[config.mk]
export PLATFORM = sky130hd
export DESIGN_NAME = fetch_top
export DESIGN_NICKNAME = d
export VERILOG_FILES = /design/src/design/fetch_pkg.sv /design/src/design/fetch_item_if.sv /design/src/design/pc_gen.sv /design/src/design/if_stage.sv /design/src/design/jump_decode.sv /design/src/design/fetch_top.sv
export VERILOG_INCLUDE_DIRS = /design/src
export SDC_FILE = /design/constraint.sdc
export NUM_CORES = 1
export LEC_CHECK = 0
export BUFFER_PORTS_ARGS = -buffer_cell sky130_fd_sc_hd__clkbuf_2
export CORE_MARGIN = 2
export CORE_UTILIZATION = 54
export CTS_BUF_LIST = sky130_fd_sc_hd__clkbuf_4 sky130_fd_sc_hd__clkbuf_8 sky130_fd_sc_hd__clkbuf_16
export DETAILED_ROUTE_END_ITERATION = 10
export PLACE_DENSITY_LB_ADDON = 0.3
export SLEW_MARGIN = 0
export SYNTH_ARGS = -nofsm -noshare
export SYNTH_HDL_FRONTEND = slang
export SYNTH_SLANG_ARGS = --single-unit
[constraint.sdc]
create_clock -name clk -period 12.7 [get_ports clk]
set_clock_uncertainty 0.05 [all_clocks]
set_input_delay 0 -clock clk [delete_from_list [all_inputs] [get_ports clk]]
set_output_delay 0 -clock clk [all_outputs]
set_load 0.005 [all_outputs]
[src/fetch_settings.svh]
`ifndef FETCH_SETTINGS_SVH
`define FETCH_SETTINGS_SVH

// boot rom entry in kseg1
`define FETCH_RESET_VECTOR 32'hbfc0_0000

// address and instruction word width
`define FETCH_XLEN 32

// width of the fetch exception code
`define FETCH_EXC_W 2

`endif

[src/design/fetch_pkg.sv]
`default_nettype none

`include "fetch_settings.svh"

package fetch_pkg;

	// exceptions raised at fetch
	typedef enum logic [`FETCH_EXC_W-1:0] {
		EXC_NONE = 'd0,
		EXC_ADEL = 'd1		// address error on instruction load
	} fetch_exc_e;

	// primary opcode field, inst[31:26]
	typedef enum logic [5:0] {
		OP_SPECIAL = 6'h00,	// R-type, funct decides
		OP_J       = 6'h02,
		OP_JAL     = 6'h03
	} fetch_op_e;

	// one fetched instruction travelling down the front end
	typedef struct packed {
		logic [`FETCH_XLEN-1:0] pc;
		logic [`FETCH_XLEN-1:0] inst;
		fetch_exc_e             exc;
		logic                   inslot;	// sits in a branch delay slot
	} fetch_item_t;

endpackage

`default_nettype wire

[src/design/fetch_item_if.sv]
`timescale 1ns/1ps
`default_nettype none

// one fetched item per cycle between two front end stages
interface fetch_item_if;
	import fetch_pkg::*;

	logic        valid;	// item holds a real fetch
	fetch_item_t item;

	modport source (
		output valid,
		output item
	);

	modport sink (
		input valid,
		input item
	);

endinterface

`default_nettype wire

[src/design/pc_gen.sv]
`timescale 1ns/1ps
`default_nettype none

`include "fetch_settings.svh"

module pc_gen (
	input  logic                   clk,
	input  logic                   rst_i,
	input  logic                   stall_i,		// level from controller
	input  logic                   flush_i,		// pulse from controller
	input  logic [`FETCH_XLEN-1:0] flush_pc_i,
	input  logic                   jump_i,		// from jump_decode
	input  logic [`FETCH_XLEN-1:0] jump_pc_i,
	output logic                   inst_sram_en_o,
	output logic [`FETCH_XLEN-1:0] inst_sram_addr_o,
	output logic                   issue_o,		// read sent this cycle
	output logic [`FETCH_XLEN-1:0] issue_pc_o
);

	localparam logic [`FETCH_XLEN-1:0] PC_STEP = 4;

	logic [`FETCH_XLEN-1:0] pc_q;
	logic                   started_q;	// pc_q holds an address worth fetching
	logic                   req;

	// nothing goes out while frozen or while the address is being replaced
	assign req = started_q & ~stall_i & ~flush_i;

	always_ff @(posedge clk) begin
		if (rst_i) begin
			pc_q      <= `FETCH_RESET_VECTOR;
			started_q <= 1'b0;
		end else if (flush_i) begin
			pc_q      <= flush_pc_i;	// flush beats everything
			started_q <= 1'b1;
		end else if (stall_i) begin
			pc_q <= pc_q;
		end else if (!started_q) begin
			// first cycle out of reset, vector not sent yet
			started_q <= 1'b1;
		end else if (jump_i) begin
			pc_q <= jump_pc_i;	// delay slot goes out this cycle
		end else begin
			pc_q <= pc_q + PC_STEP;
		end
	end

	// request straight from the register
	assign inst_sram_en_o   = req;
	assign inst_sram_addr_o = pc_q;

	// tell if_stage which address is in the sram
	assign issue_o    = req;
	assign issue_pc_o = pc_q;

endmodule

`default_nettype wire

[src/design/if_stage.sv]
`timescale 1ns/1ps
`default_nettype none

`include "fetch_settings.svh"

module if_stage (
	input  logic                   clk,
	input  logic                   rst_i,
	input  logic                   stall_i,
	input  logic                   flush_i,
	input  logic                   issue_i,		// pc_gen sent a read
	input  logic [`FETCH_XLEN-1:0] issue_pc_i,
	input  logic [`FETCH_XLEN-1:0] inst_sram_rdata_i,
	fetch_item_if.source           item_o
);
	import fetch_pkg::*;

	logic                   inflight_q;	// sram answers for inflight_pc_q this cycle
	logic [`FETCH_XLEN-1:0] inflight_pc_q;
	logic                   held_q;		// word parked in hold_data_q
	logic [`FETCH_XLEN-1:0] hold_data_q;
	logic [`FETCH_XLEN-1:0] word;
	logic                   adel;
	fetch_item_t            item;

	always_ff @(posedge clk) begin
		if (rst_i) begin
			inflight_q <= 1'b0;
			held_q     <= 1'b0;
		end else if (flush_i) begin
			// drop whatever was fetched before the flush
			inflight_q <= 1'b0;
			held_q     <= 1'b0;
		end else if (stall_i) begin
			if (inflight_q)
				held_q <= 1'b1;
		end else begin
			inflight_q <= issue_i;
			held_q     <= 1'b0;
		end
	end

	// address and parked word
	always_ff @(posedge clk) begin
		if (!stall_i)
			inflight_pc_q <= issue_pc_i;

		// sram output is only good on the first stalled cycle
		if (stall_i && inflight_q && !held_q)
			hold_data_q <= inst_sram_rdata_i;
	end

	assign word = held_q ? hold_data_q : inst_sram_rdata_i;
	assign adel = |inflight_pc_q[1:0];	// not word aligned

	always_comb begin
		item.pc     = inflight_pc_q;
		item.inst   = adel ? '0 : word;	// bad address fetches nothing
		item.exc    = adel ? EXC_ADEL : EXC_NONE;
		item.inslot = 1'b0;		// filled in by jump_decode
	end

	assign item_o.valid = inflight_q;
	assign item_o.item  = item;

endmodule

`default_nettype wire

[src/design/jump_decode.sv]
`timescale 1ns/1ps
`default_nettype none

`include "fetch_settings.svh"

module jump_decode (
	input  logic                   clk,
	input  logic                   rst_i,
	input  logic                   stall_i,
	input  logic                   flush_i,
	fetch_item_if.sink             item_i,
	output logic                   jump_o,		// to pc_gen
	output logic [`FETCH_XLEN-1:0] jump_pc_o,
	output logic                   id_valid_o,
	output logic [`FETCH_XLEN-1:0] id_pc_o,
	output logic [`FETCH_XLEN-1:0] id_inst_o,
	output fetch_pkg::fetch_exc_e  id_exc_o,
	output logic                   id_inslot_o
);
	import fetch_pkg::*;

	localparam logic [`FETCH_XLEN-1:0] PC_STEP = 4;

	fetch_op_e              op;
	logic                   is_jump;
	logic                   accept;
	logic [`FETCH_XLEN-1:0] slot_pc;	// delay slot address
	logic                   slot_q;		// next accepted item is a delay slot
	logic                   valid_q;
	fetch_item_t            id_q;
	fetch_item_t            next_item;

	assign op = fetch_op_e'(item_i.item.inst[31:26]);

	always_comb begin
		case (op)
			OP_J, OP_JAL: is_jump = item_i.valid && (item_i.item.exc == EXC_NONE);
			default:      is_jump = 1'b0;	// jr/jalr need the register file
		endcase
	end

	assign accept = item_i.valid & ~stall_i;

	// target lives in the 256 MB region of the delay slot
	assign slot_pc   = item_i.item.pc + PC_STEP;
	assign jump_o    = is_jump & ~stall_i;
	assign jump_pc_o = {slot_pc[31:28], item_i.item.inst[25:0], 2'b00};

	always_ff @(posedge clk) begin
		if (rst_i) begin
			slot_q  <= 1'b0;
			valid_q <= 1'b0;
		end else if (flush_i) begin
			slot_q  <= 1'b0;	// pending redirect is cancelled
			valid_q <= 1'b0;
		end else if (!stall_i) begin
			valid_q <= item_i.valid;
			if (accept)
				slot_q <= is_jump;
		end
	end

	always_comb begin
		next_item        = item_i.item;
		next_item.inslot = slot_q;
	end

	always_ff @(posedge clk) begin
		if (accept)
			id_q <= next_item;
	end

	assign id_valid_o  = valid_q;
	assign id_pc_o     = id_q.pc;
	assign id_inst_o   = id_q.inst;
	assign id_exc_o    = id_q.exc;
	assign id_inslot_o = id_q.inslot;

endmodule

`default_nettype wire

[src/design/fetch_top.sv]
`timescale 1ns/1ps
`default_nettype none

`include "fetch_settings.svh"

module fetch_top (
	input  logic                   clk,
	input  logic                   rst_i,
	input  logic                   stall_i,
	input  logic                   flush_i,
	input  logic [`FETCH_XLEN-1:0] flush_pc_i,
	input  logic [`FETCH_XLEN-1:0] inst_sram_rdata_i,
	output logic                   inst_sram_en_o,
	output logic [`FETCH_XLEN-1:0] inst_sram_addr_o,
	output logic                   id_valid_o,
	output logic [`FETCH_XLEN-1:0] id_pc_o,
	output logic [`FETCH_XLEN-1:0] id_inst_o,
	output fetch_pkg::fetch_exc_e  id_exc_o,
	output logic                   id_inslot_o
);

	logic                   issue;
	logic [`FETCH_XLEN-1:0] issue_pc;
	logic                   jump;		// redirect back from decode
	logic [`FETCH_XLEN-1:0] jump_pc;

	fetch_item_if if_item ();	// if_stage to jump_decode

	pc_gen u_pc_gen (
		.clk              (clk),
		.rst_i            (rst_i),
		.stall_i          (stall_i),
		.flush_i          (flush_i),
		.flush_pc_i       (flush_pc_i),
		.jump_i           (jump),
		.jump_pc_i        (jump_pc),
		.inst_sram_en_o   (inst_sram_en_o),
		.inst_sram_addr_o (inst_sram_addr_o),
		.issue_o          (issue),
		.issue_pc_o       (issue_pc)
	);

	if_stage u_if_stage (
		.clk               (clk),
		.rst_i             (rst_i),
		.stall_i           (stall_i),
		.flush_i           (flush_i),
		.issue_i           (issue),
		.issue_pc_i        (issue_pc),
		.inst_sram_rdata_i (inst_sram_rdata_i),
		.item_o            (if_item.source)
	);

	jump_decode u_jump_decode (
		.clk         (clk),
		.rst_i       (rst_i),
		.stall_i     (stall_i),
		.flush_i     (flush_i),
		.item_i      (if_item.sink),
		.jump_o      (jump),
		.jump_pc_o   (jump_pc),
		.id_valid_o  (id_valid_o),
		.id_pc_o     (id_pc_o),
		.id_inst_o   (id_inst_o),
		.id_exc_o    (id_exc_o),
		.id_inslot_o (id_inslot_o)
	);

endmodule

`default_nettype wire

# [Word level (Yosys, flattened, before mapping)]
# Index checks and enable logic that the tools add are counted.
[totals] ff_bits=168 latch_bits=0 mem_bits_rw=0 romBits=0 memories=0
[classes] addsub=2 multipliers=0 div_mod_pow=0 n_lt_le_gt_ge=0 n_eq_ne=3 shifts=0 mux=10 bitwise_logic=6 n_reduce_logical=12
[op_table] op="two-way mux 32 bit" n=6
[op_table] op="adder 32 x 3 -> 32 bit (second input constant)" n=2
[op_table] op="equality test 6 x 2 -> 1 bit (second input constant)" n=2
[op_table] op="OR reduction 2 bit" n=3
[op_table] op="bitwise AND 1 bit" n=4
[op_table] op="two-way mux 1 bit" n=4
[op_table] op="AND reduction 2 bit" n=2
[op_table] op="logical AND 1 bit" n=3
[op_table] op="OR reduction 3 bit" n=1
[op_table] op="logical NOT 2 bit" n=1
[op_table] op="inequality test 2 x 1 -> 1 bit (second input constant)" n=1
[op_table] op="NOT 1 bit" n=2
[op_table] op="nonzero test 2 bit" n=1
[op_table] op="logical NOT 1 bit" n=1

# [Longest topological paths before layout]
# Gate-level depths: netlist (run 1).
[logic_depth] word_depth=10 mapped_depth=8

# [Cells and area by module]
# Synthesis (run 1) repeated with hierarchy kept, for this count alone.
[hier_totals] cells_unflattened=645 area_unflattened_um2=7677.4
[modules_own_cells] module="pc_gen" n_inst=1 cells_per_inst=370 area_per_inst_um2=2665.1
[modules_own_cells] module="if_stage" n_inst=1 cells_per_inst=150 area_per_inst_um2=2566.2
[modules_own_cells] module="jump_decode" n_inst=1 cells_per_inst=125 area_per_inst_um2=2446.1

# [Worst setup path before layout (run 1)]
# OpenSTA, ideal clock, no wires.
[synth_timing] path_type="reg2reg" startpoint="register u_if_stage.inflight_q, in the netlist u_if_stage.item_o.valid" endpoint="register u_pc_gen.pc_q[6], in the netlist u_pc_gen.inst_sram_addr_o[6]" setup_ns=0.103 t_arrival_ns=5.148 t_required_ns=12.547 path_slack_ns=7.398 stages_incl_launch_ff=7 n_path_buf=1 path_cell_list="dfxtp_1 > nor2b_1 > nand3_1 > clkbuf_1 > o211ai_2 > a21oi_1 > a2111oi_2"
[synth_between] elab_chain_len=7
[synth_rtl] element="start: declaration" line_no="if_stage.sv:18" source="logic inflight_q;"
[synth_rtl] element="start signal: assignment" line_no="if_stage.sv:38" source="inflight_q <= issue_i;"
[synth_rtl] element="logical AND 1 bit" line_no="jump_decode.sv:37" source="OP_J, OP_JAL: is_jump = item_i.valid && (item_i.item.exc == EXC_NONE);"
[synth_rtl] element="two-way mux 1 bit" line_no="jump_decode.sv:36" source="case (op)"
[synth_rtl] element="bitwise AND 1 bit" line_no="jump_decode.sv:46" source="assign jump_o = is_jump & ~stall_i;"
[synth_rtl] element="two-way mux 32 bit" line_no="pc_gen.sv:41" source="end else if (jump_i) begin"
[synth_rtl] element="two-way mux 32 bit" line_no="pc_gen.sv:38" source="end else if (!started_q) begin"
[synth_rtl] element="two-way mux 32 bit" line_no="pc_gen.sv:36" source="end else if (stall_i) begin"
[synth_rtl] element="two-way mux 32 bit" line_no="pc_gen.sv:33" source="end else if (flush_i) begin"
[synth_rtl] element="end signal: assignment" line_no="pc_gen.sv:34" source="pc_q <= flush_pc_i;"
[synth_rtl] element="end signal: assignment" line_no="pc_gen.sv:37" source="pc_q <= pc_q;"
[synth_rtl] element="end signal: assignment" line_no="pc_gen.sv:42" source="pc_q <= jump_pc_i;"
[synth_rtl] element="end: declaration" line_no="pc_gen.sv:22" source="logic [`FETCH_XLEN-1:0] pc_q;"
# No other way between the ends. The select of a mux whose other input is x is not followed.
# A chain may end at the register's enable or synchronous reset.

# [Worst setup path after layout (run 1)]
[layout_timing] startpoint="register u_if_stage.inflight_q, in the netlist u_if_stage.item_o.valid" endpoint="register u_pc_gen.pc_q[28], in the netlist u_pc_gen.inst_sram_addr_o[28]"
# The elaborated chain is that of the path after synthesis.

==> metrics.md, run 1 <==
| Metric | Value |
|---|---|
| Status | `finished, final reports clean` |
| Worst Setup Slack, final | `9.30 ns` |
| Placed cell count | `885` |
| VDD IR max | `0.0886 mV` |
| Synth top area share | `54.3%` |
| CP Cell Sequence | `nor2b_4 > buf_4 > nand3_1 > nor2_8 > nand3b_1 > a31o_2` |
| Worst Setup Start Kind | `register` |
| Syn Area/Cell | `12.5 um^2` |
| FFs w/ async S/R, synth | `0%` |
| Placed cell area | `0.00812 mm^2` |
| Tcrit/Tclk final | `26.8%` |
| Die extent in x | `119 um` |
| Post-layout instance area | `0.00942 mm^2` |
| CP top delay family | `simple AND/OR/NAND/NOR gates` |
| Worst slew pin tran | `1.19 ns` |
| Count leader, synth | `edfxtp_1` |
| Max FO, Critical Path | `40` |
| Total power | `0.00129 W` |
| Vias | `5,721` |
| Combinational share of power | `7.5%` |
| Synthesis-to-layout area growth | `30.9%` |
| R2R cell count | `6` |
| Pre-antenna DRT Iters | `5` |
| H-tree levels | `4` |
| Final cell count without fillers | `982` |
| CTS Buffer Depth | `2` |
| Initial DRC count | `595` |
| Required @ worst endpoint | `12.97 ns` |
| Sequential Power Share | `49.1%` |
| CTS resizes | `0` |
| Reg-to-reg setup timing slack | `9.30 ns` |
| Clock power share | `43.5%` |
| Post-route minimum period | `3.40 ns` |
| Slowest stage cell, crit path | `nor2b_4` |
| Die area | `0.0143 mm^2` |
| Post-CTS setup buffer count | `0` |
| Worst Setup Path Type | `register to register` |
| Sw Share | `21.6%` |
| Critical register-to-register path endpoint | `u_pc_gen.inst_sram_addr_o[28]$_SDFFE_PP1P_` |
| Switch Pwr | `0.000278 W` |
| Clk slew on worst S/H paths | `0.06 ns` |
| CTS tree | `yes` |
| Die height | `119 um` |
| Hold_sp | `flush_i` |
| Cell area after synthesis | `0.00719 mm^2` |
| Top_reg_cell synth | `edfxtp_1` |
| Worst min path class | `primary input to register` |
| Pleak | `3.54 nW` |
| Nets | `862` |
| Synth top cells by count | `edfxtp_1, nor2_1, dfxtp_1` |
| Syn_nets | `643` |
| DR vias/cell | `5.83` |
| Total CTS buffers | `17` |
| RSZ-0062 raised after global routing | `no` |
| Number of antenna violations at the first check in global routing | `0` |
| Internal power | `0.00101 W` |
| WHS Endpoint | `u_pc_gen.inst_sram_addr_o[3]$_SDFFE_PP0P_` |
| Antenna cells | `0` |
| # IOs | `169` |
| First-pass GRT wire length | `29.1 mm` |
| Post-DP HPWL | `12.4 mm` |
| Placer congestion estimate | `0.890` |
| Routed Antenna Nets | `0` |
| Vias in the first global route | `5,676` |
| # fillers | `928` |
| Routed WL | `18.8 mm` |
| Sink Count | `167` |
| Routed wire per std cell | `19.2 um` |
| Sequential area share after synthesis | `64.6%` |
| CP Capture Type | `register` |
| Max-slew violations | `0` |
| Slew Limit Headroom | `20.4%` |
| Final Hold Fails | `0` |
| R2r startpoint | `u_if_stage.item_o.valid$_SDFFE_PP0N_` |
| CORE AREA | `0.0131 mm^2` |
| Largest net degree at the start of global routing | `54` |
| Sum Neg Setup Slack | `0 ns` |
| Flops & latches, synth | `167` |
| Max_cap viols | `0` |
| DRC | `0` |
| Peak per-stage delay on the critical path | `0.75 ns` |
| Starting Density | `54.7%` |
| Crit path arrival time | `3.67 ns` |
| PwrDens | `136 mW/mm^2` |
| GRT Total Usage | `27.1%` |
| Cell taking the most area after synthesis | `edfxtp_1` |
| Mapped Cells | `574` |
| CP bufs+invs | `1` |
| Input/output buffers | `167` |
| Total of warnings raised by yosys | `0` |
| Achievable Freq | `294 MHz` |
| Hold_buf cts | `65` |
| Worst hold stages | `4` |
| Number of synthesized flops with an enable pin | `130` |
| Gr ovfl total | `0` |
| Yosys cell types | `54` |
| CTS root buf | `clkbuf_16` |
| Cell Rows | `42` |
| DP Worst Slack | `9.35 ns` |
| Top cells by area, synth | `edfxtp_1, dfxtp_1, mux2i_1` |
| Share of cells above drive strength 1 | `27.4%` |
| Final Setup Violations | `0` |
| Worst skew pair latency | `0.43 ns` |
## metal layers
metal	GRT usage [%]	wire (um)	vias up	share of wire, %
met5	0	0	-	0
met4	13.0	617	0	3.3
met3	6.61	1640	57	8.7
met2	43.3	8990	333	48
met1	34.8	7570	2670	40
li1	-	-	2661	-
## metrics by stage
| stage | hold slack (ns) | utilization, % |
|---|---|---|
| final | 0.230 | 71.7 |
| after floorplan | 0.0489 | - |
| after global routing | 0.232 | 71.7 |
| after detailed placement | 0.150 | 61.8 |
| after global placement | 0.145 | 61.8 |
| after CTS | 0.205 | 71.7 |
## final cells by class
cell class	count	area, um^2	area share (%)
multi-input cells	354	2330	24.8
clock buffers	19	440	4.68
repair buffers	235	1510	16.0
inverters	18	67.6	0.717
clock inverters	13	204	2.17
well taps	176	220	2.34
flip-flops and latches	167	4650	49.3
## cell families (layout without fill, tap and decap cells)
| family | after synthesis | in the layout | synth area share, % |
|---|---|---|---|
| other | 1 | 1 | 0.0521 |
| and+or+nand+nor | 179 | 179 | 13.3 |
| xor gates and xnor gates | 12 | 12 | 1.46 |
| AOI/OAI and AO/OA | 129 | 129 | 12.8 |
| muxes | 32 | 32 | 4.45 |
| buffers and inverters | 53 | 285 | 3.22 |
| adders and majority gates | 1 | 1 | 0.174 |
| DFF | 167 | 167 | 64.6 |
## state kept, by name (all words and copies together), names as in the netlist
signal                     count
u_jump_decode.id_exc_o         1
u_if_stage.hold_data_q        32
u_jump_decode.slot_q           1
u_if_stage.held_q              1
u_pc_gen.inst_sram_addr_o     32
u_jump_decode.id_inst_o       32
u_jump_decode.id_inslot_o      1
u_jump_decode.id_valid_o       1
u_if_stage.item_o.valid        1
u_jump_decode.id_pc_o         32
u_if_stage.inflight_pc_q      32
u_pc_gen.started_q             1
## worst max path at each step
stage	cells past startpoint	from	endpoint	slack, ns
floorplan	6	u_if_stage.item_o.valid$_SDFFE_PP0N_	u_pc_gen.inst_sram_addr_o[6]$_SDFFE_PP0P_	7.40
global placement	6	u_if_stage.item_o.valid$_SDFFE_PP0N_	u_pc_gen.inst_sram_addr_o[28]$_SDFFE_PP1P_	9.53
detailed placement	6	u_if_stage.item_o.valid$_SDFFE_PP0N_	u_pc_gen.inst_sram_addr_o[28]$_SDFFE_PP1P_	9.35
CTS	6	u_if_stage.item_o.valid$_SDFFE_PP0N_	u_pc_gen.inst_sram_addr_o[28]$_SDFFE_PP1P_	9.33
global route	6	u_if_stage.item_o.valid$_SDFFE_PP0N_	u_pc_gen.inst_sram_addr_o[5]$_SDFFE_PP0P_	9.07
finish	6	u_if_stage.item_o.valid$_SDFFE_PP0N_	u_pc_gen.inst_sram_addr_o[28]$_SDFFE_PP1P_	9.30
## power by group through the flow
stage	clock, W	combinational, W	sequential [W]
6_report	0.000558	0.0000962	0.000631
3_3_place_gp	0	0.0000765	0.000640
4_1_cts	0.000562	0.0000949	0.000630
3_5_place_dp	0	0.0000787	0.000642
5_1_grt	0.000584	0.000105	0.000633
2_1_floorplan	0	0.0000446	0.000635
## tightest hold or removal path: stages
cell      delay, ns
clkbuf_2       0.09
buf_4          0.31
nand2_1        0.13
o32ai_1        0.10
## placed cells by master, fill, tap and decap left out, drive strengths merged, types with 7 or more instances in the layout
cell type / netlist / routed
a21oi: 29 / 29
a31oi: 11 / 11
and3: 11 / 11
and4: 10 / 10
clkbuf: 24 / 186
dfxtp: 37 / 37
dlygate4sd3: 0 / 65
edfxtp: 130 / 130
inv: 18 / 18
mux2i: 32 / 32
nand2: 18 / 18
nand3: 18 / 18
nand4: 13 / 13
nor2: 49 / 49
nor3: 27 / 27
nor4: 10 / 10
o21ai: 25 / 25
o31a: 8 / 8
or3: 8 / 8
xor2: 7 / 7
No activity file was read; power rests on OpenSTA's default activity.
==> run 2: changes to the inputs <==
==> constraint.sdc (replaced) <==
create_clock -name clk -period 3.39 [get_ports clk]
set_clock_uncertainty 0.05 [all_clocks]
set_input_delay 0 -clock clk [delete_from_list [all_inputs] [get_ports clk]]
set_output_delay 0 -clock clk [all_outputs]
set_load 0.005 [all_outputs]
==> run 2 against run 1 <==
Effect of this change:
- critical path depth decreased by 1
- utilization is 0.12 points higher
- first-iteration DRC count increased by 22%
- maximum frequency is 28% higher
- cell area up 0.17%
- die area did not move
- largest cell class unchanged
==> metrics.md, run 2 (same netlist as run 1, synthesis figures left out) <==
| Metric | Value |
|---|---|
| Gr ovfl total | `0 (unchanged)` |
| CP Capture Type | `register` |
| Max FO, Critical Path | `18 (-55%)` |
| Max-slew violations | `0 (unchanged)` |
| Routed wire per std cell | `19.3 um (+0.74%)` |
| Number of antenna violations at the first check in global routing | `0 (unchanged)` |
| Total power | `0.00476 W (+270%)` |
| Hold slack | `0.161 ns (-0.0689 ns)` |
| Final Hold Fails | `0 (unchanged)` |
| CORE AREA | `0.0131 mm^2 (unchanged)` |
| Worst slew pin tran | `1.16 ns (-0.0314 ns)` |
| Busiest grt layer | `met2` |
| First-pass GRT wire length | `29.6 mm (+1.6%)` |
| Placer congestion estimate | `0.891 (about the same)` |
| Peak per-stage delay on the critical path | `0.60 ns (-0.15 ns)` |
| RSZ-0062 raised after global routing | `no` |
| Synthesis-to-layout area growth | `31.2%` |
| Reg-to-reg setup timing slack | `0.74 ns (-8.56 ns)` |
| Slew Limit Headroom | `22.5% (+2.1 points)` |
| Antenna cells | `0 (unchanged)` |
| Sum Neg Setup Slack | `0 ns (unchanged)` |
| GR met3 Demand/Resource | `7.23% (+0.62 points)` |
| Vias in the first global route | `5,691 (+0.26%)` |
| Pleak | `3.57 nW (+0.85%)` |
| Die height | `119 um (unchanged)` |
| Total CTS buffers | `17 (unchanged)` |
| Worst Setup Start Kind | `register` |
| # IOs | `169 (unchanged)` |
| Sink Count | `167 (unchanged)` |
| Die area | `0.0143 mm^2 (unchanged)` |
| Post-layout instance area | `0.00943 mm^2 (+0.17%)` |
| CTS tree | `yes` |
| Slowest stage cell, crit path | `nand3_1` |
| GRT Total Usage | `27.4% (+0.38 points)` |
| Achievable Freq | `377 MHz (+28%)` |
| Pre-antenna DRT Iters | `5 (unchanged)` |
| Clk slew on worst S/H paths | `0.06 ns (about the same)` |
| H-tree levels | `4 (unchanged)` |
| Starting Density | `54.7% (unchanged)` |
| DR vias/cell | `5.89 (+1.0%)` |
| Worst skew pair latency | `0.43 ns (about the same)` |
| Final cell count without fillers | `986 (+0.41%)` |
| GR Layer Usage met1 | `35.6% (+0.80 points)` |
| Routed WL | `19.0 mm (+1.1%)` |
| PwrDens | `505 mW/mm^2 (+270%)` |
| Tcrit/Tclk final | `78.2% (+51 points)` |
| CP Cell Sequence | `mux2i_1 > nand3_1 > nor2_8 > nor3_1 > o32ai_1` |
| CTS root buf | `clkbuf_16` |
| Nets | `866 (+0.46%)` |
| GR Util met2 | `44.4% (+1.1 points)` |
| Placed cell count | `889 (+0.45%)` |
| Cell Rows | `42 (unchanged)` |
| Initial DRC count | `724 (+22%)` |
| Vias | `5,804 (+1.5%)` |
| Worst Setup Path Type | `register to register` |
| Die extent in x | `119 um (unchanged)` |
| Routed Antenna Nets | `0 (unchanged)` |
| VDD IR max | `0.365 mV (+310%)` |
| Required @ worst endpoint | `3.66 ns (-9.31 ns)` |
| Status | `finished, final reports clean` |
| Worst min path class | `primary input to register` |
| Max_cap viols | `0 (unchanged)` |
| Input/output buffers | `167 (unchanged)` |
| Crit path arrival time | `2.92 ns (-0.75 ns)` |
| # fillers | `907 (-2.3%)` |
| Placed cell area | `0.00815 mm^2 (+0.37%)` |
| Post-route minimum period | `2.65 ns (-0.753 ns)` |
| Commonest non-fill, non-tap cell in the layout | `clkbuf_2` |
| Post-DP HPWL | `12.3 mm (-0.76%)` |
| Share of cells above drive strength 1 | `27.9% (+0.48 points)` |
| Largest net degree at the start of global routing | `53 (-1.9%)` |
| DRC | `0 (unchanged)` |
| CTS Buffer Depth | `2 (unchanged)` |
| Commonest cells after routing, fill and taps aside | `clkbuf_2, edfxtp_1, dlygate4sd3_1` |
| Final Setup Violations | `0 (unchanged)` |
## run 2: cell count changes in the layout (fill, tap and decap cells not counted)
cell        before  now
clkinv_1         2    1
bufinv_16        5    4
clkinvlp_4       5    1
clkinv_4         1    5
clkbuf_4         2    4
buf_4            3    7
## run 2: per-layer routing
metal | up-vias | share of wire [%]
li1 | 2666 | -
met1 | 2732 | 39
met2 | 352 | 49
met3 | 54 | 9.4
met4 | 0 | 2.7
met5 | - | 0
## run 2: power breakdown
group          switching [W]  internal (W)  total [W]
registers          0.0000770       0.00228    0.00236
clock network       0.000762       0.00127    0.00203
logic               0.000195      0.000175   0.000370
## run 2: critical path, delay by kind of cell, from the launching register on
family | cells | cell delay (ns)
flops | 1 | 0.59
mux | 1 | 0.37
compound gates | 1 | 0.30
simple gates | 3 | 1.21
## run 2: worst paths after layout
path                            cells after the start                              startpoint                                          to
worst max register to register                      5          u_if_stage.held_q$_SDFFE_PP0P_  u_pc_gen.inst_sram_addr_o[30]$_SDFFE_PP0P_
worst min register to register                      0  u_if_stage.inflight_pc_q[13]$_DFFE_PN_         u_jump_decode.id_pc_o[13]$_DFFE_PP_
worst min-delay path                                4                                 flush_i   u_pc_gen.inst_sram_addr_o[3]$_SDFFE_PP0P_
worst max-delay path                                5          u_if_stage.held_q$_SDFFE_PP0P_  u_pc_gen.inst_sram_addr_o[30]$_SDFFE_PP0P_
## run 2: through the flow
| step | setup slack, ns | utilization (%) |
|---|---|---|
| 6_report | 0.739 | 71.8 |
| 5_1_grt | 0.600 | 71.8 |
| 4_1_cts | 0.773 | 71.8 |
| 3_5_place_dp | 0.815 | 62.1 |
| 3_3_place_gp | 0.912 | 62.1 |
| 2_1_floorplan | 0.535 | - |
## run 2: cell type report
| cell class | instances | area (um^2) | area share, % |
|---|---|---|---|
| Multi-Input combinational cell | 354 | 2330 | 24.7 |
| Sequential cell | 167 | 4650 | 49.2 |
| Tap cell | 176 | 220 | 2.33 |
| Inverter | 18 | 67.6 | 0.716 |
| Clock inverter | 11 | 175 | 1.86 |
| Timing Repair Buffer | 239 | 1540 | 16.3 |
| Clock buffer | 21 | 455 | 4.83 |
## run 2: repair_timing
item                                    in CTS  in global routing
buffers inserted                             0                  0
resized for setup                            0                  0
endpoints found under the hold margin       91                  0
endpoints found under the setup margin       0                  0
hold buffers                                65                  0
